$ cat config.mk
export PLATFORM = sky130hd
export DESIGN_NAME = uart_cmd_bridge
export DESIGN_NICKNAME = d
export VERILOG_FILES = /design/src/design/uart_pkg.sv /design/src/design/baud_timer.sv /design/src/design/uart_tx_shifter.sv /design/src/design/uart_rx_sampler.sv /design/src/design/uart_cmd_fsm.sv /design/src/design/uart_cmd_bridge.sv
export SDC_FILE = /design/constraint.sdc
export NUM_CORES = 1
export LEC_CHECK = 0
export BUFFER_PORTS_ARGS = -buffer_cell sky130_fd_sc_hd__buf_2
export CAP_MARGIN = 10
export CORE_AREA = 2 2 104 106
export DETAILED_ROUTE_END_ITERATION = 10
export DIE_AREA = 0 0 106 108
export GPL_TIMING_DRIVEN = 0
export PLACE_DENSITY = 0.64
export REMOVE_ABC_BUFFERS = 1
export SLEW_MARGIN = 10
export SYNTH_ARGS = -nofsm -noshare
export SYNTH_HDL_FRONTEND = slang
export SYNTH_SLANG_ARGS = --single-unit
export TNS_END_PERCENT = 100
$ cat constraint.sdc
create_clock -name clk -period 2.1 [get_ports clk]
set_input_delay 0.21 -clock clk [delete_from_list [all_inputs] [get_ports clk]]
set_output_delay 0.21 -clock clk [all_outputs]
set_load 0.1 [all_outputs]
$ cat src/design/uart_pkg.sv
`default_nettype none

package uart_pkg;

  localparam int CMD_W  = 16;
  localparam int BYTE_W = 8;
  localparam int CNT_W  = 7;
  localparam int STAT_W = 2;

  localparam int BIT_CYCLES       = 434;                // Clocks per bit
  localparam int MID_CYCLES       = BIT_CYCLES / 2;
  localparam int CYC_W            = $clog2(BIT_CYCLES);
  localparam int FRAME_BITS       = 11;                 // Start, 8 data, parity, stop
  localparam int IDX_W            = $clog2(FRAME_BITS);
  localparam int GAP_BITS         = 2;
  localparam int RSP_TIMEOUT_BITS = 64;

  typedef logic [CMD_W-1:0]  cmd_t;        // [15] write, [14:8] addr, [7:0] data
  typedef logic [BYTE_W-1:0] uart_byte_t;
  typedef logic [CNT_W-1:0]  bit_count_t;
  typedef logic [STAT_W-1:0] rsp_status_t;
  typedef logic [CYC_W-1:0]  cycle_t;
  typedef logic [IDX_W-1:0]  frame_idx_t;

  localparam rsp_status_t STAT_OK      = 2'd0;
  localparam rsp_status_t STAT_PARITY  = 2'd1;
  localparam rsp_status_t STAT_FRAME   = 2'd2;
  localparam rsp_status_t STAT_TIMEOUT = 2'd3;

  typedef enum logic [2:0] {
    IDLE,
    SEND_ADDR,
    GAP,
    SEND_DATA,
    WAIT_RSP,
    RECV_RSP,
    FINISH
  } bridge_state_t;

endpackage

`default_nettype wire

$ cat src/design/baud_timer.sv
`timescale 1ns/1ps
`default_nettype none

module baud_timer
  import uart_pkg::*;
(
  input  wire        clk,
  input  wire        rst_n,
  input  wire        timer_clr,
  input  wire        timer_run,
  output logic       bit_tick,
  output logic       mid_tick,
  output bit_count_t bit_cnt
);

  cycle_t cyc_q;

  // Both ticks are single-cycle strobes decoded from the cycle counter
  assign bit_tick = timer_run && (cyc_q == cycle_t'(BIT_CYCLES - 1));
  assign mid_tick = timer_run && (cyc_q == cycle_t'(MID_CYCLES));

  always_ff @(posedge clk or negedge rst_n)
  begin
    if (!rst_n)
    begin
      cyc_q   <= '0;
      bit_cnt <= '0;
    end
    else if (timer_clr)
    begin
      cyc_q   <= '0;                     // Next period starts here
      bit_cnt <= '0;
    end
    else if (timer_run)
    begin
      if (bit_tick)
      begin
        cyc_q <= '0;
      end
      else
      begin
        cyc_q <= cyc_q + 1'b1;
      end
      if (bit_tick && (bit_cnt != '1))
      begin
        bit_cnt <= bit_cnt + 1'b1;       // Saturates at top
      end
    end
  end

endmodule

`default_nettype wire

$ cat src/design/uart_tx_shifter.sv
`timescale 1ns/1ps
`default_nettype none

module uart_tx_shifter
  import uart_pkg::*;
(
  input  wire        clk,
  input  wire        rst_n,
  input  wire        tx_load,
  input  uart_byte_t tx_byte,
  input  wire        bit_tick,
  output logic       tx,
  output logic       tx_busy
);

  logic [FRAME_BITS-1:0] frame;
  logic [FRAME_BITS-1:0] shift_q;
  frame_idx_t            sent_q;

  // Stop, even parity, data LSB first, start
  assign frame = {1'b1, ^tx_byte, tx_byte, 1'b0};

  always_ff @(posedge clk or negedge rst_n)
  begin
    if (!rst_n)
    begin
      shift_q <= '1;                    // Line idles high
      sent_q  <= '0;
      tx_busy <= 1'b0;
    end
    else if (tx_load)
    begin
      shift_q <= frame;
      sent_q  <= '0;
      tx_busy <= 1'b1;
    end
    else if (tx_busy && bit_tick)
    begin
      shift_q <= {1'b1, shift_q[FRAME_BITS-1:1]};
      if (sent_q == frame_idx_t'(FRAME_BITS - 1))
      begin
        sent_q  <= '0;
        tx_busy <= 1'b0;                // Stop period complete
      end
      else
      begin
        sent_q <= sent_q + 1'b1;
      end
    end
  end

  // Output flop keeps tx glitch free
  always_ff @(posedge clk or negedge rst_n)
  begin
    if (!rst_n)
    begin
      tx <= 1'b1;
    end
    else
    begin
      tx <= shift_q[0];
    end
  end

endmodule

`default_nettype wire

$ cat src/design/uart_rx_sampler.sv
`timescale 1ns/1ps
`default_nettype none

module uart_rx_sampler
  import uart_pkg::*;
(
  input  wire        clk,
  input  wire        rst_n,
  input  wire        rx,
  input  wire        rx_arm,
  input  wire        mid_tick,
  output logic       start_seen,
  output logic       rx_done,
  output uart_byte_t rx_byte,
  output logic       parity_ok,
  output logic       stop_ok
);

  logic       rx_meta;
  logic       rx_sync;
  logic       rx_prev;
  logic       receiving;
  logic       par_bit;
  frame_idx_t bit_idx;

  // Two-flop synchronizer plus one flop for edge detect
  always_ff @(posedge clk or negedge rst_n)
  begin
    if (!rst_n)
    begin
      rx_meta <= 1'b1;
      rx_sync <= 1'b1;
      rx_prev <= 1'b1;
    end
    else
    begin
      rx_meta <= rx;
      rx_sync <= rx_meta;
      rx_prev <= rx_sync;
    end
  end

  assign start_seen = rx_arm && !receiving && rx_prev && !rx_sync;

  always_ff @(posedge clk or negedge rst_n)
  begin
    if (!rst_n)
    begin
      receiving <= 1'b0;
      bit_idx   <= '0;
      rx_done   <= 1'b0;
    end
    else
    begin
      rx_done <= 1'b0;
      if (!rx_arm)
      begin
        receiving <= 1'b0;
      end
      else if (start_seen)
      begin
        receiving <= 1'b1;
        bit_idx   <= '0;
      end
      else if (receiving && mid_tick)
      begin
        if ((bit_idx == '0) && rx_sync)
        begin
          receiving <= 1'b0;                       // False start, rearm
        end
        else if (bit_idx == frame_idx_t'(FRAME_BITS - 1))
        begin
          receiving <= 1'b0;
          rx_done   <= 1'b1;
        end
        else
        begin
          bit_idx <= bit_idx + 1'b1;
        end
      end
    end
  end

  // Payload and check results, valid with rx_done
  always_ff @(posedge clk)
  begin
    if (receiving && mid_tick && (bit_idx != '0))
    begin
      if (bit_idx <= frame_idx_t'(BYTE_W))
      begin
        rx_byte <= {rx_sync, rx_byte[BYTE_W-1:1]};   // LSB arrives first
      end
      else if (bit_idx == frame_idx_t'(BYTE_W + 1))
      begin
        par_bit <= rx_sync;
      end
      else
      begin
        stop_ok   <= rx_sync;
        parity_ok <= (^rx_byte) == par_bit;
      end
    end
  end

endmodule

`default_nettype wire

$ cat src/design/uart_cmd_fsm.sv
`timescale 1ns/1ps
`default_nettype none

module uart_cmd_fsm
  import uart_pkg::*;
(
  input  wire         clk,
  input  wire         rst_n,
  input  cmd_t        cmd_in,
  input  wire         cmd_vld,
  output logic        cmd_rdy,
  output uart_byte_t  read_data,
  output rsp_status_t read_status,
  output logic        read_vld,
  output logic        timer_clr,
  output logic        timer_run,
  input  wire         bit_tick,
  input  bit_count_t  bit_cnt,
  output logic        tx_load,
  output uart_byte_t  tx_byte,
  input  wire         tx_busy,
  output logic        rx_arm,
  input  wire         start_seen,
  input  wire         rx_done,
  input  uart_byte_t  rx_byte,
  input  wire         parity_ok,
  input  wire         stop_ok
);

  bridge_state_t state_q;
  bridge_state_t state_d;
  cmd_t          cmd_buf;
  logic          launch_q;
  logic          accept;
  logic          frame_end;
  logic          gap_end;
  logic          rsp_wait;
  logic          rsp_done;
  logic          rsp_timeout;
  rsp_status_t   rx_status;

  assign accept    = cmd_vld && cmd_rdy;
  assign frame_end = bit_tick && (bit_cnt == bit_count_t'(FRAME_BITS - 1));   // 11th tick
  assign gap_end   = bit_tick && (bit_cnt == bit_count_t'(GAP_BITS - 1));
  assign rsp_wait  = (state_q == WAIT_RSP) || (state_q == RECV_RSP);
  assign rsp_done  = (state_q == RECV_RSP) && rx_done;
  assign rsp_timeout = rsp_wait && !rsp_done && !start_seen &&
                       (bit_cnt == bit_count_t'(RSP_TIMEOUT_BITS));

  // Stop error outranks parity error
  assign rx_status = !stop_ok   ? STAT_FRAME  :
                     !parity_ok ? STAT_PARITY : STAT_OK;

  // Every load restarts the timer so ticks line up with the frame
  assign tx_load   = launch_q || ((state_q == GAP) && gap_end);
  assign tx_byte   = launch_q ? cmd_buf[CMD_W-1:BYTE_W] : cmd_buf[BYTE_W-1:0];
  assign timer_run = state_q != IDLE;
  assign timer_clr = (state_q == IDLE) || tx_load ||
                     ((state_q == SEND_ADDR) && frame_end) || start_seen;
  assign rx_arm    = rsp_wait;

  always_comb
  begin
    state_d = state_q;
    case (state_q)
      IDLE:
        if (accept)
          state_d = SEND_ADDR;
      SEND_ADDR:
        if (frame_end)
          state_d = cmd_buf[CMD_W-1] ? GAP : WAIT_RSP;   // Write flag picks the path
      GAP:
        if (gap_end)
          state_d = SEND_DATA;
      SEND_DATA:
        if (frame_end)
          state_d = FINISH;
      WAIT_RSP:
        if (start_seen)
          state_d = RECV_RSP;
        else if (rsp_timeout)
          state_d = IDLE;
      RECV_RSP:
        if (rsp_done || rsp_timeout)
          state_d = IDLE;
      FINISH:
        if (!tx_busy)
          state_d = IDLE;
      default:
        state_d = IDLE;
    endcase
  end

  always_ff @(posedge clk or negedge rst_n)
  begin
    if (!rst_n)
    begin
      state_q  <= IDLE;
      cmd_rdy  <= 1'b0;
      launch_q <= 1'b0;
      read_vld <= 1'b0;
    end
    else
    begin
      state_q  <= state_d;
      cmd_rdy  <= state_d == IDLE;
      launch_q <= accept;                  // Load shifter next cycle
      read_vld <= rsp_done || rsp_timeout;
    end
  end

  always_ff @(posedge clk)
  begin
    if (accept)
    begin
      cmd_buf <= cmd_in;
    end
    if (rsp_done)
    begin
      read_data   <= rx_byte;
      read_status <= rx_status;
    end
    else if (rsp_timeout)
    begin
      read_data   <= '0;
      read_status <= STAT_TIMEOUT;
    end
  end

endmodule

`default_nettype wire

$ cat src/design/uart_cmd_bridge.sv
`timescale 1ns/1ps
`default_nettype none

module uart_cmd_bridge
  import uart_pkg::*;
(
  input  wire         clk,
  input  wire         rst_n,
  input  cmd_t        cmd_in,
  input  wire         cmd_vld,
  output logic        cmd_rdy,
  input  wire         rx,
  output logic        tx,
  output uart_byte_t  read_data,
  output rsp_status_t read_status,
  output logic        read_vld
);

  logic       timer_clr;
  logic       timer_run;
  logic       bit_tick;
  logic       mid_tick;
  bit_count_t bit_cnt;
  logic       tx_load;
  uart_byte_t tx_byte;
  logic       tx_busy;
  logic       rx_arm;
  logic       start_seen;
  logic       rx_done;
  uart_byte_t rx_byte;
  logic       parity_ok;
  logic       stop_ok;

  uart_cmd_fsm u_fsm (
    .clk        (clk),
    .rst_n      (rst_n),
    .cmd_in     (cmd_in),
    .cmd_vld    (cmd_vld),
    .cmd_rdy    (cmd_rdy),
    .read_data  (read_data),
    .read_status(read_status),
    .read_vld   (read_vld),
    .timer_clr  (timer_clr),
    .timer_run  (timer_run),
    .bit_tick   (bit_tick),
    .bit_cnt    (bit_cnt),
    .tx_load    (tx_load),
    .tx_byte    (tx_byte),
    .tx_busy    (tx_busy),
    .rx_arm     (rx_arm),
    .start_seen (start_seen),
    .rx_done    (rx_done),
    .rx_byte    (rx_byte),
    .parity_ok  (parity_ok),
    .stop_ok    (stop_ok)
  );

  // Single timer shared by transmit, gap and receive phases
  baud_timer u_timer (
    .clk      (clk),
    .rst_n    (rst_n),
    .timer_clr(timer_clr),
    .timer_run(timer_run),
    .bit_tick (bit_tick),
    .mid_tick (mid_tick),
    .bit_cnt  (bit_cnt)
  );

  uart_tx_shifter u_tx (
    .clk     (clk),
    .rst_n   (rst_n),
    .tx_load (tx_load),
    .tx_byte (tx_byte),
    .bit_tick(bit_tick),
    .tx      (tx),
    .tx_busy (tx_busy)
  );

  uart_rx_sampler u_rx (
    .clk       (clk),
    .rst_n     (rst_n),
    .rx        (rx),
    .rx_arm    (rx_arm),
    .mid_tick  (mid_tick),
    .start_seen(start_seen),
    .rx_done   (rx_done),
    .rx_byte   (rx_byte),
    .parity_ok (parity_ok),
    .stop_ok   (stop_ok)
  );

endmodule

`default_nettype wire

# Word-level counts from Yosys, hierarchy flattened
# Cells that the tools add are included.
[word_totals] wordCells=144 input_bits=20 out_inout_bits=13 regBits=85
[op_classes] eq_ne=20 n_reduce_logical=49 addsub=4 n_bitwise=2 muxes=45 n_lt_le_gt_ge=1
[op_table] operator="two-way mux 4 bit" count=7
[op_table] operator="two-way mux 3 bit" count=9
[op_table] operator="two-way mux 9 bit" count=3
[op_table] operator="two-way mux 8 bit" count=3
[op_table] operator="two-way mux 11 bit" count=2
[op_table] operator="two-way mux 7 bit" count=3
[op_table] operator="one-hot mux 3 bit (7 select lines)" count=1
[op_table] operator="logical AND 1 bit" count=19
[op_table] operator="XOR reduction 8 bit" count=2
[op_table] operator="two-way mux 1 bit" count=14
[op_table] operator="== test 4 bit (second input constant)" count=3
[op_table] operator="nonzero test 2 bit" count=6
[op_table] operator="adder 9 x 1 -> 9 bit (second input constant)" count=1
[op_table] operator="== test 3 bit (second input constant)" count=3
[op_table] operator="== test 9 x 8 -> 1 bit (second input constant)" count=1
[op_table] operator="== test 9 bit (second input constant)" count=1
[op_table] operator="adder 4 x 1 -> 4 bit (second input constant)" count=2
[op_table] operator="AND reduction 2 bit" count=4
[op_table] operator="adder 7 x 1 -> 7 bit (second input constant)" count=1
[op_table] operator="== test 7 x 1 -> 1 bit (second input constant)" count=1
[op_table] operator="== test 7 x 4 -> 1 bit (second input constant)" count=1
[op_table] operator="== test 7 bit (second input constant)" count=1
[op_table] operator="!= test 7 bit (second input constant)" count=1
[op_table] operator="== test 3 x 2 -> 1 bit (second input constant)" count=2
[op_table] operator="16 further kinds" count=30

# Depth between registers and ports, before layout
[logic_depth] depth_word=12 ltp_mapped=11 mapped_depth_nobuf=8

# Modules after synthesis
# From an unflattened synthesis, not the netlist that was laid out.
[hier_totals] hier_cells=330 area_unflattened_um2=3967.6
[by_module_without_submodules] module="uart_cmd_fsm" cells_per_inst=91 area_each_um2=1373.8 n_inst=1
[by_module_without_submodules] module="uart_rx_sampler" cells_per_inst=67 area_each_um2=910.9 n_inst=1
[by_module_without_submodules] module="baud_timer" cells_per_inst=93 area_each_um2=875.8 n_inst=1
[by_module_without_submodules] module="uart_tx_shifter" cells_per_inst=79 area_each_um2=807.0 n_inst=1

# Worst setup path after synthesis
# OpenSTA, ideal clock, no wires.
[synth_timing] path_kind="register -> register" startpoint="register u_timer.cyc_q[1]" endpoint="register u_rx.rx_byte[0], enable pin" stages_incl_launch_ff=7 setup_time_ps=383 required_ps=1717 arrival_time_ps=1694 slack_ps=23 n_path_buf=1 synth_period_minus_slack_ps=2077 path_cell_list="dfrtp_1 > inv_1 > ha_1 > nand2_1 > or3_1 > buf_4 > nor3_1"
[synth_via] elab_chain_len=5
[synth_rtl] item="from (decl)" line_no="baud_timer.sv:16" source="cycle_t cyc_q;"
[synth_rtl] item="from (signal assigned)" line_no="baud_timer.sv:42" source="cyc_q <= cyc_q + 1'b1;"
[synth_rtl] item="== test 9 x 8 -> 1 bit" line_no="baud_timer.sv:20" source="assign mid_tick = timer_run && (cyc_q == cycle_t'(MID_CYCLES));"
[synth_rtl] item="logical AND 1 bit" line_no="baud_timer.sv:20"
[synth_rtl] item="logical AND 1 bit (2 in series)" line_no="uart_rx_sampler.sv:87" source="if (receiving && mid_tick && (bit_idx != '0))"
[synth_rtl] item="AND reduction 2 bit (no line)"
[synth_rtl] item="to (signal assigned)" line_no="uart_rx_sampler.sv:91" source="rx_byte <= {rx_sync, rx_byte[BYTE_W-1:1]};"
[synth_rtl] item="to (decl)" line_no="uart_rx_sampler.sv:14" source="output uart_byte_t rx_byte,"
# No other way between the ends.
# A chain may end at the register's enable or synchronous reset.

# Worst setup path in the final report
[layout_timing] startpoint="register u_timer.cyc_q[1]" endpoint="register u_timer.bit_cnt[0]"
[layout_via] elab_chain_len=10 elab_cells_between_ends=15 cone_classes="1 x eq/ne; 1 x mux; 13 x reduce/logical"
[layout_rtl] item="== test 9 bit (*)" line_no="baud_timer.sv:19" source="assign bit_tick = timer_run && (cyc_q == cycle_t'(BIT_CYCLES - 1));"
[layout_rtl] item="logical AND 1 bit (*)" line_no="baud_timer.sv:19"
[layout_rtl] item="logical AND 1 bit" line_no="uart_cmd_fsm.sv:44" source="assign gap_end = bit_tick && (bit_cnt == bit_count_t'(GAP_BITS - 1));"
[layout_rtl] item="logical AND 1 bit" line_no="uart_cmd_fsm.sv:55" source="assign tx_load = launch_q || ((state_q == GAP) && gap_end);"
[layout_rtl] item="logical OR 1 bit" line_no="uart_cmd_fsm.sv:55"
[layout_rtl] item="logical OR 1 bit (2 in series)" line_no="uart_cmd_fsm.sv:58" source="assign timer_clr = (state_q == IDLE) || tx_load ||"
[layout_rtl] item="logical OR 1 bit" line_no="uart_cmd_fsm.sv:59" source="((state_q == SEND_ADDR) && frame_end) || start_seen;"
[layout_rtl] item="nonzero test 2 bit (no line)"
[layout_rtl] item="AND reduction 2 bit (no line)"
[layout_rtl] item="to (signal assigned)" line_no="baud_timer.sv:46" source="bit_cnt <= bit_cnt + 1'b1;"
[layout_rtl] item="to (decl)" line_no="baud_timer.sv:13" source="output bit_count_t bit_cnt"
# Mark *: on every way between the ends. The rest lies on a longest branch, timed or not.

==> key figures <==
Critical path
  • Critical path class: reg2reg
  • Bufs and invs on worst path: 1
  • Launching point of the worst reg2reg path: u_timer.cyc_q[1]
  • WP data arrival: ~2300 ps
  • Crit path max fanout: 7
  • Slowest cell on crit path: or4_4
  • Worst Path Required: around 2300 ps
  • Critical Path, Cell by Cell: inv_1, ha_1, nand2_1, or3_4, or4_4, a21oi_2, or2_4, nor2_1
  • R2R setup slack: between 50 and 60 ps
  • FF-to-FF path depth: 8
  • CP Launch Type: flip-flop
  • RR Endpoint: u_timer.bit_cnt[0]
  • Slowest stage delay, CP: around 540 ps
  • Crit path to: u_timer.bit_cnt[0]
  • Element type at the critical path end: flip-flop
  • CP delay by family, top: simple AND/OR/NAND/NOR gates
  • Crit path from: u_timer.cyc_q[1]
  • Instance count on the critical path: 8

Route
  • Vias per cell: around 4.8
  • DRC Markers: 0
  • DRT Pass-1 Iters: 4
  • DRT iter0 DRCs: approximately 100
  • DR vias: about 2,400
  • Final ANT Viol Nets: 0
  • Wire per inst: between 10 and 15 um
  • Post-Route WL: between 6000 and 7000 um

STA
  • Final Max Slew Viols: 0
  • Unrepaired setup endpoints after global routing: yes
  • Final Hold Vio Count: 0
  • # setup viols final: 0
  • Final clock skew: about 7.4 ps
  • Period minus WS final: 2050 ps
  • Final worst path period share: 0.976
  • Worst rel slew slack: 0.313
  • Max Fclk: 488 MHz
  • Hold slack: between 20 and 30 ps
  • Least-Margin Pin Slew: just over 1000 ps

Clocking
  • Clock Pin Slew Worst Setup and Hold Paths: around 90 ps
  • CTS tree: yes
  • Skew-Pair Late Insertion Delay: 350 ps
  • CTS buffer count: 9
  • Clock Path Buffers: 2
  • H-tree depth: 3
  • Clk root buf: clkbuf_8
  • Clock sinks: between 80 and 90

Final layout
  • # fillers: about 920
  • N_diodes: 0
  • Register area: roughly 0.0023 sq mm
  • Fin util: 0.441
  • Multi-input gate area: roughly 0.0015 sq mm
  • Area grow syn2layout: 17.4%
  • Share of cells above drive strength 1: 0.262
  • Final net count: slightly below 400

Floorplanning
  • Chip height: roughly 110 um
  • Initial Utilization: 0.375
  • Die X-Extent: roughly 110 um
  • Core box area: 0.0102 sq mm
  • DIE AREA: between 0.01 and 0.015 sq mm
  • I/O pin count: 33
  • Site Rows: 37

Global routing
  • Initial antenna violation count: 0
  • Vias in the first global route: between 2,000 and 2,500
  • Grt total ovfl: 0
  • First-pass GRT wire length: 10,800 um
  • Largest net degree at the start of global routing: 48
  • Total track usage: 0.121

Synth
  • Synthesized area: between 0.003 and 0.004 sq mm
  • Sequential area share after synthesis: 0.600
  • Syn avg cell area: 12.3 sq um
  • FFs w/ async S/R, synth: 0.560
  • Unique cell type count in the Yosys netlist: 47
  • Post-synth top area cell: edfxtp_1
  • Commonest cells in the netlist: edfxtp_1, nor2_1, dfrtp_1
  • Syn Inst Count: ~310
  • Count leader, synth: edfxtp_1
  • Synth Register Bits: 84
  • Most used DFF post-synth: edfxtp_1
  • Post-synth top area share: 0.289
  • Synth Warn #: 0
  • Synth area leaders: edfxtp_1, dfrtp_1, dfstp_2
  • EDFF count, synth: 37

Outcome
  • Status: complete, no violations

Placement
  • HPWL after DPL: around 4500 um
  • PortBufs: 32
  • Routability Congestion: roughly 0.83

Power and ir drop
  • Pwr Density: 831 mW/mm^2
  • VDD IR-drop max: around 330 uV
  • Lkg Pwr: roughly 1.8 nW

Job
  • Max-cap viol count: 0

Hold path
  • Worst Hold Class: in2async
-- flip-flops by register name, indices dropped and copies added, names as in the netlist, 3 cells and up --
name / flops
u_fsm.read_data: 8
u_fsm.state_q: 3
u_rx.rx_byte: 8
u_timer.bit_cnt: 7
u_tx.shift_q: 10
u_timer.cyc_q: 9
u_tx.sent_q: 4
u_fsm.cmd_buf: 16
u_rx.bit_idx: 4
-- cells in the final DEF, fill, tap and decap left out, types with 2 or more instances in the layout --
cell	count
dfrtp_1	29
nor3_1	3
xnor2_1	20
inv_6	3
ha_1	12
a21oi_1	11
buf_2	32
clkinv_2	2
nor2_1	34
or3_1	3
inv_1	10
o21ai_0	8
buf_4	9
edfxtp_1	37
nor2b_1	3
nor3_2	2
clkbuf_8	9
nor4bb_1	2
dfrtp_2	4
nor2_4	2
nand4_1	5
nand2_1	19
dfstp_2	14
xor2_1	8
mux2i_1	27
nor4_2	2
and3_1	11
and2_1	2
nand3_1	8
-- logic make-up after synthesis --
group                      Yosys count  share of synthesized area
AOI/OAI and AO/OA                   29                     0.0456
xor gates and xnor gates            28                     0.0639
adders and majority gates           12                     0.0391
buffers and inverters               19                     0.0238
DFF                                 84                      0.600
muxes                               28                     0.0730
and+or+nand+nor                    112                      0.154
-- worst register-to-register path: stages (launching register included) --
cell and delay [ps]:
dfrtp_1 400, inv_1 60, ha_1 130, nand2_1 50, or3_4 410, or4_4 540
a21oi_2 140, or2_4 170, nor2_1 60
-- routing by layer --
metal  vias to the layer above  wire, um  part of all wire  global-route usage
met5                         -         0                 0                   0
met4                         0        84             0.013              0.0545
met3                         6       198             0.030              0.0271
met2                        35      3240              0.49               0.202
met1                      1171      3070              0.47               0.151
li1                       1191         -                 -                   -
-- worst min path at each step --
stage               from                to  slack [ps]  cells past startpoint
5_1_grt        cmd_in[0]  u_fsm.cmd_buf[0]          10                      1
3_5_place_dp          rx      u_rx.rx_meta         320                      1
4_1_cts        cmd_in[0]  u_fsm.cmd_buf[0]           8                      1
3_3_place_gp          rx      u_rx.rx_meta         320                      1
6_report           rst_n   u_rx.bit_idx[2]          30                      1
2_1_floorplan      rst_n     u_fsm.cmd_rdy         -90                      0
-- repair_timing --
action / CTS / global route
resized for setup: 15 / 7
pin swaps: 2 / 1
endpoints found under the hold margin: 1 / 0
hold buffers: 1 / 0
setup buffers: 4 / 6
setup endpoints to repair: 50 / 24
-- per-stage QoR --
step | std cells | setup TNS (ps) | total power [mW] | worst slack [ps] | area, sq um
floorplan | 303 | -799 | 2.44 | -114 | 3790
global placement | 471 | -12160 | 2.57 | -530 | 4120
detailed placement | 471 | -12770 | 2.59 | -556 | 4120
CTS | 492 | -7.55 | 3.78 | -7.55 | 4430
global route | 498 | -707 | 3.95 | -74.1 | 4510
finish | 498 | 0 | 3.75 | 50.4 | 4510
-- area by class of cell --
cell class | count | area share
Inverter | 10 | 0.00832
Clock buffer | 9 | 0.0275
Sequential cell | 84 | 0.512
Multi-Input combinational cell | 209 | 0.341
Timing Repair Buffer | 43 | 0.0572
Clock inverter | 7 | 0.0164
Tap cell | 136 | 0.0377
-- where the power goes --
group          leakage (nW)  internal [mW]  switching, mW  total [mW]
clock network         0.100          0.558          0.599        1.16
logic                 0.780          0.239          0.273       0.513
registers             0.909           1.95          0.128        2.08
Note: power is estimated with default switching activity, not from simulation.
